--- src/hw/lsu_pkg.sv ---
// lsu package: widths, size codes, request/stage/response structs and Wishbone bundles
package lsu_pkg;

   localparam int ADDR_W = 32;
   localparam int DATA_W = 64;
   localparam int BYTES  = 8;                    // bytes per dword

   typedef logic [ADDR_W-1:0] addr_t;
   typedef logic [ADDR_W-4:0] dw_idx_t;          // address bits above the byte offset
   typedef logic [DATA_W-1:0] dword_t;
   typedef logic [BYTES-1:0]  byteen_t;
   typedef logic [1:0]        size_t;

   localparam size_t SIZE_B = 2'd0;
   localparam size_t SIZE_H = 2'd1;
   localparam size_t SIZE_W = 2'd2;
   localparam size_t SIZE_D = 2'd3;

   // *********************************************************
   // request, pipeline entry and response
   // *********************************************************
   typedef struct packed {
      logic   load;
      size_t  size;
      addr_t  addr;
      dword_t data;                              // store data, right aligned
   } lsu_req_t;

   typedef struct packed {
      logic       valid;
      logic       load;
      logic       dual;                          // access crosses into the next dword
      dw_idx_t    idx_lo;
      dw_idx_t    idx_hi;
      byteen_t    byteen_lo;
      byteen_t    byteen_hi;
      dword_t     data_lo;                       // store data already shifted into place
      dword_t     data_hi;
      logic [2:0] offset;                        // low address bits
   } lsu_op_t;

   typedef struct packed {
      dword_t data;
      logic   fwd;                               // data came from the store pipe
   } lsu_resp_t;

   // *********************************************************
   // wishbone classic
   // *********************************************************
   typedef struct packed {
      logic    cyc;
      logic    stb;
      logic    we;
      dw_idx_t adr;
      dword_t  dat;
      byteen_t sel;
   } wb_m2s_t;

   typedef struct packed {
      dword_t dat;
      logic   ack;
   } wb_s2m_t;

   // lo/hi pair down to the load offset, zero outside the enabled bytes
   function automatic dword_t load_align(dword_t lo, dword_t hi, byteen_t be_lo,
                                         byteen_t be_hi, logic [2:0] offset);
      logic [2*DATA_W-1:0] wide;
      logic [2*BYTES-1:0]  be_wide;
      dword_t              mask;
      wide    = {hi, lo} >> {offset, 3'b000};
      be_wide = {be_hi, be_lo} >> offset;
      for (int b = 0; b < BYTES; b++) begin
         mask[8*b +: 8] = {8{be_wide[b]}};
      end
      return wide[DATA_W-1:0] & mask;
   endfunction

endpackage

--- src/hw/lsu_bus_master.sv ---
// lsu bus master: Wishbone classic beats for dc5 stores and dc2 loads, load response register
`timescale 1ns/1ps

module lsu_bus_master (
   input  logic               clk,
   input  logic               rst,
   input  lsu_pkg::lsu_op_t   dc2,
   input  lsu_pkg::lsu_op_t   dc5,
   input  logic               ld_bus_req,
   input  logic               fwd_take,
   input  lsu_pkg::dword_t    fwd_data,
   input  lsu_pkg::wb_s2m_t   wb_i,
   output lsu_pkg::wb_m2s_t   wb_o,
   output logic               st_done,
   output logic               ld_done,
   output lsu_pkg::lsu_resp_t resp,
   output logic               resp_valid
);

   import lsu_pkg::*;

   typedef enum logic [2:0] {
      IDLE,
      WR_LO,
      WR_HI,
      RD_LO,
      RD_HI
   } state_e;

   state_e state;
   state_e state_nxt;
   logic   ack;
   dword_t rd_lo_q;                        // lo dword of a dual read
   dword_t bus_lo;
   dword_t bus_hi;
   dword_t bus_data;

   assign ack = wb_i.ack;

   // *********************************************************
   // beat sequencing
   // *********************************************************
   always_comb begin
      state_nxt = state;
      case (state)
         IDLE: begin
            if (dc5.valid) begin
               state_nxt = WR_LO;                // stores always go first
            end else if (ld_bus_req) begin
               state_nxt = RD_LO;
            end
         end
         WR_LO: if (ack) state_nxt = dc5.dual ? WR_HI : IDLE;
         WR_HI: if (ack) state_nxt = IDLE;
         RD_LO: if (ack) state_nxt = dc2.dual ? RD_HI : IDLE;
         RD_HI: if (ack) state_nxt = IDLE;
         default: state_nxt = IDLE;
      endcase
   end

   assign st_done = ack & (((state == WR_LO) & ~dc5.dual) | (state == WR_HI));
   assign ld_done = ack & (((state == RD_LO) & ~dc2.dual) | (state == RD_HI));

   // bus outputs follow the state, dc5/dc2 hold still until the last ack
   always_comb begin
      wb_o     = '0;
      wb_o.cyc = (state != IDLE);
      wb_o.stb = (state != IDLE);
      case (state)
         WR_LO: begin
            wb_o.we  = 1'b1;
            wb_o.adr = dc5.idx_lo;
            wb_o.dat = dc5.data_lo;
            wb_o.sel = dc5.byteen_lo;
         end
         WR_HI: begin
            wb_o.we  = 1'b1;
            wb_o.adr = dc5.idx_hi;
            wb_o.dat = dc5.data_hi;
            wb_o.sel = dc5.byteen_hi;
         end
         RD_LO: begin
            wb_o.adr = dc2.idx_lo;
            wb_o.sel = dc2.byteen_lo;
         end
         RD_HI: begin
            wb_o.adr = dc2.idx_hi;
            wb_o.sel = dc2.byteen_hi;
         end
         default: wb_o.we = 1'b0;
      endcase
   end

   always_ff @(posedge clk) begin
      if (rst) begin
         state <= IDLE;
      end else begin
         state <= state_nxt;
      end
   end

   always_ff @(posedge clk) begin
      if ((state == RD_LO) && ack) begin
         rd_lo_q <= wb_i.dat;
      end
   end

   // *********************************************************
   // load data and response
   // *********************************************************
   assign bus_lo   = (state == RD_HI) ? rd_lo_q : wb_i.dat;
   assign bus_hi   = (state == RD_HI) ? wb_i.dat : '0;
   assign bus_data = load_align(bus_lo, bus_hi, dc2.byteen_lo, dc2.byteen_hi, dc2.offset);

   always_ff @(posedge clk) begin
      if (rst) begin
         resp_valid <= 1'b0;
      end else begin
         resp_valid <= fwd_take | ld_done;       // one pulse per load
      end
   end

   always_ff @(posedge clk) begin
      if (fwd_take | ld_done) begin
         resp.data <= fwd_take ? fwd_data : bus_data;
         resp.fwd  <= fwd_take;
      end
   end

endmodule

--- src/hw/lsu_fwd_match.sv ---
// lsu forward match: per-byte hits of a dc2 load against dc3..dc5 stores and load disposition
`timescale 1ns/1ps

module lsu_fwd_match (
   input  lsu_pkg::lsu_op_t  dc2,
   input  lsu_pkg::lsu_op_t  dc3,
   input  lsu_pkg::lsu_op_t  dc4,
   input  lsu_pkg::lsu_op_t  dc5,
   input  logic              pipe_empty,
   output logic              fwd_take,     // load fully covered by in-flight stores
   output lsu_pkg::dword_t   fwd_data,
   output logic              ld_bus_req    // load must go to memory
);

   import lsu_pkg::*;

   lsu_op_t    st [3];                     // 0 is dc3, the youngest
   logic [2:0] m_ll;                       // store lo dword vs load lo dword
   logic [2:0] m_lh;                       // store lo vs load hi
   logic [2:0] m_hl;                       // store hi vs load lo
   logic [2:0] m_hh;                       // store hi vs load hi
   byteen_t    hit_lo;
   byteen_t    hit_hi;
   dword_t     fwd_lo;
   dword_t     fwd_hi;
   logic       is_ld;
   logic       full_hit;

   assign st[0] = dc3;
   assign st[1] = dc4;
   assign st[2] = dc5;

   assign is_ld = dc2.valid & dc2.load;

   // *********************************************************
   // dword index compare, four ways per stage
   // *********************************************************
   always_comb begin
      for (int s = 0; s < 3; s++) begin
         m_ll[s] = st[s].valid & (st[s].idx_lo == dc2.idx_lo);
         m_lh[s] = st[s].valid & (st[s].idx_lo == dc2.idx_hi);
         m_hl[s] = st[s].valid & (st[s].idx_hi == dc2.idx_lo);
         m_hh[s] = st[s].valid & (st[s].idx_hi == dc2.idx_hi);
      end
   end

   // *********************************************************
   // byte hits and forwarded bytes
   // *********************************************************

   // walk from dc5 to dc3 so a younger store overwrites an older one
   always_comb begin
      hit_lo = '0;
      hit_hi = '0;
      fwd_lo = '0;
      fwd_hi = '0;
      for (int b = 0; b < BYTES; b++) begin
         for (int s = 2; s >= 0; s--) begin
            if (m_ll[s] & st[s].byteen_lo[b] & dc2.byteen_lo[b]) begin
               hit_lo[b]        = 1'b1;
               fwd_lo[8*b +: 8] = st[s].data_lo[8*b +: 8];
            end
            if (m_hl[s] & st[s].byteen_hi[b] & dc2.byteen_lo[b]) begin
               hit_lo[b]        = 1'b1;
               fwd_lo[8*b +: 8] = st[s].data_hi[8*b +: 8];
            end
            if (m_lh[s] & st[s].byteen_lo[b] & dc2.byteen_hi[b]) begin
               hit_hi[b]        = 1'b1;
               fwd_hi[8*b +: 8] = st[s].data_lo[8*b +: 8];
            end
            if (m_hh[s] & st[s].byteen_hi[b] & dc2.byteen_hi[b]) begin
               hit_hi[b]        = 1'b1;
               fwd_hi[8*b +: 8] = st[s].data_hi[8*b +: 8];
            end
         end
      end
   end

   // every enabled byte of both halves must be covered
   assign full_hit = (&(hit_lo | ~dc2.byteen_lo)) & (&(hit_hi | ~dc2.byteen_hi));

   assign fwd_take   = is_ld & full_hit;
   assign ld_bus_req = is_ld & ~full_hit & pipe_empty;   // partial hits wait for the drain

   assign fwd_data = load_align(fwd_lo, fwd_hi, dc2.byteen_lo, dc2.byteen_hi, dc2.offset);

endmodule

--- src/hw/lsu_fwd_top.sv ---
// lsu forwarding top: request decode, store pipe, forward match and Wishbone bus master
`timescale 1ns/1ps

module lsu_fwd_top (
   input  logic               clk,
   input  logic               rst,
   input  lsu_pkg::lsu_req_t  req,
   input  logic               req_valid,
   output logic               req_ready,
   output lsu_pkg::lsu_resp_t resp,
   output logic               resp_valid,
   output lsu_pkg::wb_m2s_t   wb_o,
   input  lsu_pkg::wb_s2m_t   wb_i
);

   import lsu_pkg::*;

   lsu_op_t dc2;
   lsu_op_t dc3;
   lsu_op_t dc4;
   lsu_op_t dc5;
   logic    dc2_take;
   logic    st_take;
   logic    fwd_take;
   logic    ld_done;
   logic    st_done;
   logic    pipe_empty;
   logic    ld_bus_req;
   dword_t  fwd_data;

   // dc2 empties when a store moves on or a load is answered
   assign dc2_take = st_take | fwd_take | ld_done;

   lsu_req_decode u_req_decode (
      .clk       (clk),
      .rst       (rst),
      .req       (req),
      .req_valid (req_valid),
      .dc2_take  (dc2_take),
      .req_ready (req_ready),
      .dc2       (dc2)
   );

   lsu_store_pipe u_store_pipe (
      .clk        (clk),
      .rst        (rst),
      .dc2        (dc2),
      .st_done    (st_done),
      .dc3        (dc3),
      .dc4        (dc4),
      .dc5        (dc5),
      .st_take    (st_take),
      .pipe_empty (pipe_empty)
   );

   lsu_fwd_match u_fwd_match (
      .dc2        (dc2),
      .dc3        (dc3),
      .dc4        (dc4),
      .dc5        (dc5),
      .pipe_empty (pipe_empty),
      .fwd_take   (fwd_take),
      .fwd_data   (fwd_data),
      .ld_bus_req (ld_bus_req)
   );

   lsu_bus_master u_bus_master (
      .clk        (clk),
      .rst        (rst),
      .dc2        (dc2),
      .dc5        (dc5),
      .ld_bus_req (ld_bus_req),
      .fwd_take   (fwd_take),
      .fwd_data   (fwd_data),
      .wb_i       (wb_i),
      .wb_o       (wb_o),
      .st_done    (st_done),
      .ld_done    (ld_done),
      .resp       (resp),
      .resp_valid (resp_valid)
   );

endmodule

--- src/hw/lsu_req_decode.sv ---
// lsu request decode: registers one request into dc2 with byte enables and hi/lo split
`timescale 1ns/1ps

module lsu_req_decode (
   input  logic               clk,
   input  logic               rst,
   input  lsu_pkg::lsu_req_t  req,
   input  logic               req_valid,
   input  logic               dc2_take,   // dc2 entry leaves this cycle
   output logic               req_ready,
   output lsu_pkg::lsu_op_t   dc2
);

   import lsu_pkg::*;

   byteen_t               be;
   logic [2:0]            span;           // access length minus one
   addr_t                 end_addr;
   logic [2*BYTES-1:0]    be_ext;
   logic [2*DATA_W-1:0]   data_ext;
   lsu_op_t               op_nxt;
   logic                  accept;

   assign req_ready = ~dc2.valid | dc2_take;
   assign accept    = req_valid & req_ready;

   // *********************************************************
   // byte enables and end address
   // *********************************************************
   always_comb begin
      case (req.size)
         SIZE_B:  begin be = 8'b0000_0001; span = 3'd0; end
         SIZE_H:  begin be = 8'b0000_0011; span = 3'd1; end
         SIZE_W:  begin be = 8'b0000_1111; span = 3'd3; end
         default: begin be = 8'b1111_1111; span = 3'd7; end
      endcase
   end

   assign end_addr = req.addr + addr_t'(span);

   // 8 enables and 64 data bits spread over a lo/hi dword pair
   assign be_ext   = {{BYTES{1'b0}}, be} << req.addr[2:0];
   assign data_ext = {{DATA_W{1'b0}}, req.data} << {req.addr[2:0], 3'b000};

   always_comb begin
      op_nxt.valid     = 1'b1;
      op_nxt.load      = req.load;
      op_nxt.dual      = (end_addr[3] != req.addr[3]);
      op_nxt.idx_lo    = req.addr[ADDR_W-1:3];
      op_nxt.idx_hi    = end_addr[ADDR_W-1:3];   // same as lo unless dual
      op_nxt.byteen_lo = be_ext[BYTES-1:0];
      op_nxt.byteen_hi = be_ext[2*BYTES-1:BYTES];
      op_nxt.data_lo   = data_ext[DATA_W-1:0];
      op_nxt.data_hi   = data_ext[2*DATA_W-1:DATA_W];
      op_nxt.offset    = req.addr[2:0];
   end

   // dc2 stage register
   always_ff @(posedge clk) begin
      if (rst) begin
         dc2.valid <= 1'b0;
      end else if (accept) begin
         dc2 <= op_nxt;
      end else if (dc2_take) begin
         dc2.valid <= 1'b0;                      // entry consumed, nothing new behind it
      end
   end

endmodule

--- src/hw/lsu_store_pipe.sv ---
// lsu store pipe: dc3..dc5 in-flight stores, oldest in dc5, bubbles collapse forward
`timescale 1ns/1ps

module lsu_store_pipe (
   input  logic              clk,
   input  logic              rst,
   input  lsu_pkg::lsu_op_t  dc2,
   input  logic              st_done,      // last beat of the dc5 store acked
   output lsu_pkg::lsu_op_t  dc3,
   output lsu_pkg::lsu_op_t  dc4,
   output lsu_pkg::lsu_op_t  dc5,
   output logic              st_take,
   output logic              pipe_empty
);

   import lsu_pkg::*;

   logic adv4;                             // dc4 moves into dc5
   logic adv3;                             // dc3 moves into dc4

   // *********************************************************
   // advance conditions
   // *********************************************************

   // a stage moves when the one ahead is empty or leaving
   assign adv4 = dc4.valid & (~dc5.valid | st_done);
   assign adv3 = dc3.valid & (~dc4.valid | adv4);

   // only stores enter, loads stay in dc2 until answered
   assign st_take = dc2.valid & ~dc2.load & (~dc3.valid | adv3);

   assign pipe_empty = ~dc3.valid & ~dc4.valid & ~dc5.valid;

   // *********************************************************
   // stage registers
   // *********************************************************
   always_ff @(posedge clk) begin
      if (rst) begin
         dc3.valid <= 1'b0;
         dc4.valid <= 1'b0;
         dc5.valid <= 1'b0;
      end else begin
         // dc5 is held until the bus master finishes its beats
         if (adv4) begin
            dc5 <= dc4;
         end else if (st_done) begin
            dc5.valid <= 1'b0;
         end

         if (adv3) begin
            dc4 <= dc3;
         end else if (adv4) begin
            dc4.valid <= 1'b0;
         end

         if (st_take) begin
            dc3 <= dc2;
         end else if (adv3) begin
            dc3.valid <= 1'b0;                   // bubble left behind
         end
      end
   end

endmodule

--- config.mk ---
export PLATFORM = sky130hd
export DESIGN_NAME = lsu_fwd_top
export DESIGN_NICKNAME = d
export VERILOG_FILES = /design/src/hw/lsu_pkg.sv /design/src/hw/lsu_bus_master.sv /design/src/hw/lsu_fwd_match.sv /design/src/hw/lsu_fwd_top.sv /design/src/hw/lsu_req_decode.sv /design/src/hw/lsu_store_pipe.sv
export SDC_FILE = /design/constraint.sdc
export NUM_CORES = 2
export LEC_CHECK = 0
export ABC_AREA = 1
export BUFFER_PORTS_ARGS = -buffer_cell sky130_fd_sc_hd__buf_4
export CAP_MARGIN = 25
export CORE_ASPECT_RATIO = 1.2
export CORE_UTILIZATION = 56
export CTS_CLUSTER_DIAMETER = 150
export DETAILED_ROUTE_END_ITERATION = 8
export GPL_TIMING_DRIVEN = 1
export MAX_ROUTING_LAYER = met4
export PLACE_DENSITY = 0.86
export RECOVER_POWER = 25
export SYNTH_ARGS = -nofsm -noshare
export SYNTH_HDL_FRONTEND = slang
export SYNTH_SLANG_ARGS = --single-unit
--- constraint.sdc ---
create_clock -name clk -period 15.99 [get_ports clk]
set_input_delay 0.7995 -clock clk [delete_from_list [all_inputs] [get_ports clk]]
set_output_delay 0.7995 -clock clk [all_outputs]
set_load 0.05 [all_outputs]
==> results of run 1 <==
==> Yosys cell counts (all sizes together) (3+ instances only) <==
library cell and number:
nand3b 27, edfxtp 909, nand2 2556, nand4 90, o211ai 25, nor2 601
nand3 596, a31oi 3, mux2i 36, clkbuf 203, and3 3, a21boi 11
o21bai 37, a22o 15, nor4 7, nor3b 3, xor2 30, a21oi 170
clkinv 17, a22oi 12, and2 5, o2111ai 5, o22ai 57, xnor2 53
dfxtp 8, o31ai 8, inv 794, or2 29, a221o 14, o21ai 474
nor3 16, buf 93
==> routing by layer <==
| metal | track usage [%] |
|---|---|
| met3 | 25.5 |
| met5 | - |
| met2 | 84.3 |
| met4 | 64.1 |
| met1 | 60.4 |
==> logic make-up after synthesis <==
kind of cell             synth area share [%]
AND/OR/NAND/NOR                          30.3
buffers and inverters                    7.93
flip-flops                               51.1
AO/OA/AOI/OAI                            8.68
XOR/XNOR                                 1.35
multiplexers                            0.670
adder cells (fa/ha/maj)                0.0465
==> stage by stage <==
stage	setup WS, ns	hold slack [ns]	cell area (sq um)	std cells	util, %
2_1_floorplan	0.272	0.400	53800	6913	-
3_5_place_dp	8.37	0.405	57200	8271	60.0
4_1_cts	8.31	0.268	60500	8449	63.5
3_3_place_gp	8.38	0.401	57200	8269	60.0
5_1_grt	7.85	0.294	60400	8492	63.4
==> flow_summary.json, run 1 <==
{
  "cts.sinks": 917,
  "postSynth.asyncResetShare_pct": 0,
  "error": "[ERROR DRT-0255] Maze Route cannot find path of net wb_o[74] in worker of routeBox ( 241500 289800 ) ( 284890 341465 ).",
  "dpl.hpwl_um": 208000,
  "cts_buffers": 96,
  "grt_pass1_vias": 52000,
  "start_util_pct": 56.5,
  "synth.distinct_cells": 55,
  "gp_congestion": 1.25,
  "synth_ff_type": "edfxtp_1",
  "lastStage": "detailed routing",
  "std_cell_rows": 124,
  "antenna_found_initial": 24,
  "portBuffers": 337,
  "synthCells": 6913,
  "ys_warn_count": 0,
  "grt_start_max_net_pins": 152,
  "synth_area_leader_cell": "edfxtp_1",
  "grt_pass1_wl_um": 396000,
  "overflow": 0,
  "cts.repair.resized": 0,
  "status": "aborted with a tool error",
  "yosysTopAreaCellShare_pct": 50.8,
  "io_pins": 338,
  "yosys-top-cells-area": "edfxtp_1, nand2_1, nand3_1",
  "root_buffer": "clkbuf_16",
  "synth_area_sq_um": 53800,
  "die_h_um": 341,
  "yosysSeqAreaShare_pct": 51.1,
  "synth_edf_count": 909,
  "cts-htree-levels": 3,
  "syn_avg_cell_area_sq_um": 7.78,
  "synth_seq_cells": 917,
  "hold_buffers": 0,
  "die_w_um": 285,
  "clockBufferDepth": 3,
  "syn_nets": 7082,
  "grtUsageTotal_pct": 60.1,
  "cts_setup_buffers": 0
}
==> run 2: changes to the inputs <==
- CORE_ASPECT_RATIO: 1.2 -> default
- CORE_UTILIZATION: 56 -> 40
- CTS_CLUSTER_DIAMETER: 150 -> default
- MAX_ROUTING_LAYER: met4 -> default
- PLACE_DENSITY: 0.86 -> default
- PLACE_DENSITY_LB_ADDON: default -> 0.15
- clock period: 15.99 -> 20.8 ns (I/O delays scaled with it)
==> run 2 against run 1 <==
Net effect: global-route usage fell by 19 points; synthesized cell count unchanged; synthesized area did not move; the flow now finishes without violations.
==> flow_summary.json, run 2 <==
{
  "syn_avg_cell_area_sq_um": 7.78,
  "min_path_type": "flip-flop to flip-flop",
  "irDropWorstVdd_mv": 0.0740,
  "whs_ns": 0.410,
  "regToRegSetupSlack_ns": 13.01,
  "die_h_um": 369,
  "worstHoldStart": "u_req_decode.dc2[104]",
  "synth_area_sq_um": 53800,
  "synth_edf_count": 909,
  "yosys-top-cells-area": "edfxtp_1, nand2_1, nand3_1",
  "ys_warn_count": 0,
  "layout_common_cells": "nand2_1, edfxtp_1, inv_1",
  "tns_ns": 0,
  "nNetsFinal": 7310,
  "crit_fanout": 72,
  "cts.repair.resized": 0,
  "setup_slack_ns": 13.01,
  "die-area_sq_um": 136000,
  "cp_slowest_stage_delay_ns": 0.96,
  "yosys-top-cells-count": "nand2_1, edfxtp_1, inv_1",
  "cts-htree-levels": 3,
  "r2r-end": "u_req_decode.dc2[3]",
  "vias": 52700,
  "die_w_um": 369,
  "cts.sinks": 917,
  "fill_cells": 13600,
  "synth.distinct_cells": 55,
  "dpl.hpwl_um": 225000,
  "min_to": "u_store_pipe.dc3[104]",
  "synth_seq_cells": 917,
  "start_util_pct": 40.3,
  "root_buffer": "clkbuf_16",
  "areaGrowthSynthToFinish_pct": 14.0,
  "fin_crit_ns": 7.79,
  "crit_family": "simple AND/OR/NAND/NOR gates",
  "r2r_start": "u_req_decode.dc2[201]",
  "multiInputGateArea_sq_um": 22100,
  "worstPathCellList": "inv_1 -> nand2_1 -> nand2_1 -> nor2_1 -> nand4_1 -> nor2_2 -> nand3b_1 -> nand2_1 -> nor2_1 -> nand2_1 -> nand2_1 -> nor2_1 -> nand2_1 -> nor3_4 -> a21oi_1 -> nand3_1 -> nand3_1 -> inv_8 -> buf_4 -> buf_16 -> buf_4",
  "viasPerCell": 5.85,
  "layout_commonest_cell": "nand2_1",
  "wirelength_um": 289000,
  "portBuffers": 337,
  "finalHoldViolCount": 0,
  "cp_common_cell": "nand2_1",
  "crit_buf_inv": 5,
  "synthCells": 6913,
  "yosysTopAreaCellShare_pct": 50.8,
  "criticalPathCategory": "flip-flop to flip-flop",
  "ant_nets": 0,
  "finalClockSkew_ns": 0.0405,
  "slew_violations": 0,
  "core-area_sq_um": 133000,
  "seq_area_sq_um": 27500,
  "cts_buffers": 107,
  "grtUsageTotal_pct": 41.5,
  "gp_congestion": 1.13,
  "layout-drive-gt1-share_pct": 9.02,
  "p_leak_uw": 0.0272,
  "grt_pass1_vias": 47200,
  "cts_tree": "done",
  "grt_start_max_net_pins": 140,
  "start_kind": "flip-flop",
  "drc_errors": 0,
  "relSlewSlack_pct": 20.6,
  "required_ns": 21.17,
  "largest_reg_flops": 199,
  "yosysSeqAreaShare_pct": 51.1,
  "r2r_cells": 21,
  "worstMarginPinSlew_ns": 1.19,
  "regMostFlops": "u_req_decode.dc2",
  "dpl.cell_count": 8796,
  "maxCapViolations": 0,
  "instances_no_fill": 9006,
  "min_period_over_period_pct": 37.4,
  "cp-end-kind": "flip-flop",
  "fmax_mhz": 128,
  "cts_setup_buffers": 0,
  "drt_iter0_drc": 8483,
  "synth_ff_type": "edfxtp_1",
  "place_ws_ns": 13.10,
  "drt-pass1-iter-count": 6,
  "avgRoutedWirePerCell_um": 32.0,
  "slowest_stage": "nor2_2",
  "std_cell_rows": 134,
  "path_clk_slew_ns": 0.06,
  "hold_buffers": 0,
  "antenna_found_initial": 22,
  "io_pins": 338,
  "overflow": 0,
  "finalSetupViolCount": 0,
  "hold_path_depth": 0,
  "worstPathArrival_ns": 8.16,
  "rsz0062_at_grt": "false",
  "p_per_area_nw_per_um2": 89.2,
  "synth_area_leader_cell": "edfxtp_1",
  "status": "finished, final reports clean",
  "grt_pass1_wl_um": 388000,
  "postSynth.asyncResetShare_pct": 0,
  "clockBufferDepth": 3,
  "syn_nets": 7082,
  "synth_most_common_cell": "nand2_1",
  "insertion_delay_ns": 0.76
}
-- run 2: cell counts after synthesis --
No cell type changed its count.
-- run 2: where the power goes --
group / internal, uW / switching, uW / total (uW) / leakage, uW
combinational: 300 / 1040 / 1340 / 0.0170
clock: 1100 / 849 / 1950 / 0.00173
sequential: 2110 / 66.2 / 2180 / 0.00838
total: 3510 / 1950 / 5460 / 0.0272
-- run 2: how the worst max path moves through the flow --
stage / startpoint / to / slack, ns / depth (start not counted)
3_3_place_gp: u_req_decode.dc2[201] / u_req_decode.dc2[16] / 13.14 / 20
5_1_grt: u_req_decode.dc2[201] / u_req_decode.dc2[106] / 12.98 / 21
3_5_place_dp: u_req_decode.dc2[201] / u_req_decode.dc2[16] / 13.10 / 20
2_1_floorplan: u_bus_master.state[2] / u_store_pipe.dc5[100] / 5.08 / 6
6_report: u_req_decode.dc2[201] / u_req_decode.dc2[3] / 13.01 / 21
4_1_cts: u_req_decode.dc2[201] / u_req_decode.dc2[106] / 13.08 / 20
-- run 2: kinds of logic (layout without fill, tap and decap cells) --
group | Yosys count | count (layout) | share of synthesized area (%)
compound gates | 835 | 835 | 8.68
xor+xnor | 83 | 83 | 1.35
fa+ha+maj | 2 | 2 | 0.0465
buf+inv | 1107 | 1426 | 7.93
flops | 917 | 917 | 51.1
mux | 36 | 36 | 0.670
other cells | 0 | 6 | 0
simple gates | 3933 | 3933 | 30.3
-- run 2: layout make-up --
cell class	count	area share, %
clock inverters	79	1.35
inverters	811	5.00
multi-input cells	4889	36.1
repair buffers	415	4.66
diodes	6	0.0245
clock buffers	121	4.47
flip-flops and latches	917	44.8
well taps	1768	3.61
-- run 2: metrics by stage --
stage                     area (sq um)  power (uW)  util (%)
after CTS                        61500        5450      46.1
after detailed placement         58000        3510      43.4
after global routing             61300        5570      45.9
after global placement           57900        3510      43.4
after floorplan                  53800        2930         -
final                            61300        5460      45.9
-- run 2: metal layers --
metal  vias up  global-route usage (%)  wire (um)
li1      23100                       -          -
met1     25400                    56.7     115000
met2      3590                    59.1     119000
met3       556                    10.1      33800
met4        14                    25.5      20600
met5         -                       0         77
-- run 2: worst reg2reg max path, stage by stage (launching register included) --
cell and delay, ns:
edfxtp_1 0.69, inv_1 0.18, nand2_1 0.09, nand2_1 0.06, nor2_1 0.33, nand4_1 0.35, nor2_2 0.96, nand3b_1 0.75
nand2_1 0.33, nor2_1 0.07, nand2_1 0.15, nand2_1 0.08, nor2_1 0.27, nand2_1 0.22, nor3_4 0.42, a21oi_1 0.16
nand3_1 0.15, nand3_1 0.19, inv_8 0.47, buf_4 0.37, buf_16 0.31, buf_4 0.73
No activity file was read; power rests on OpenSTA's default activity.
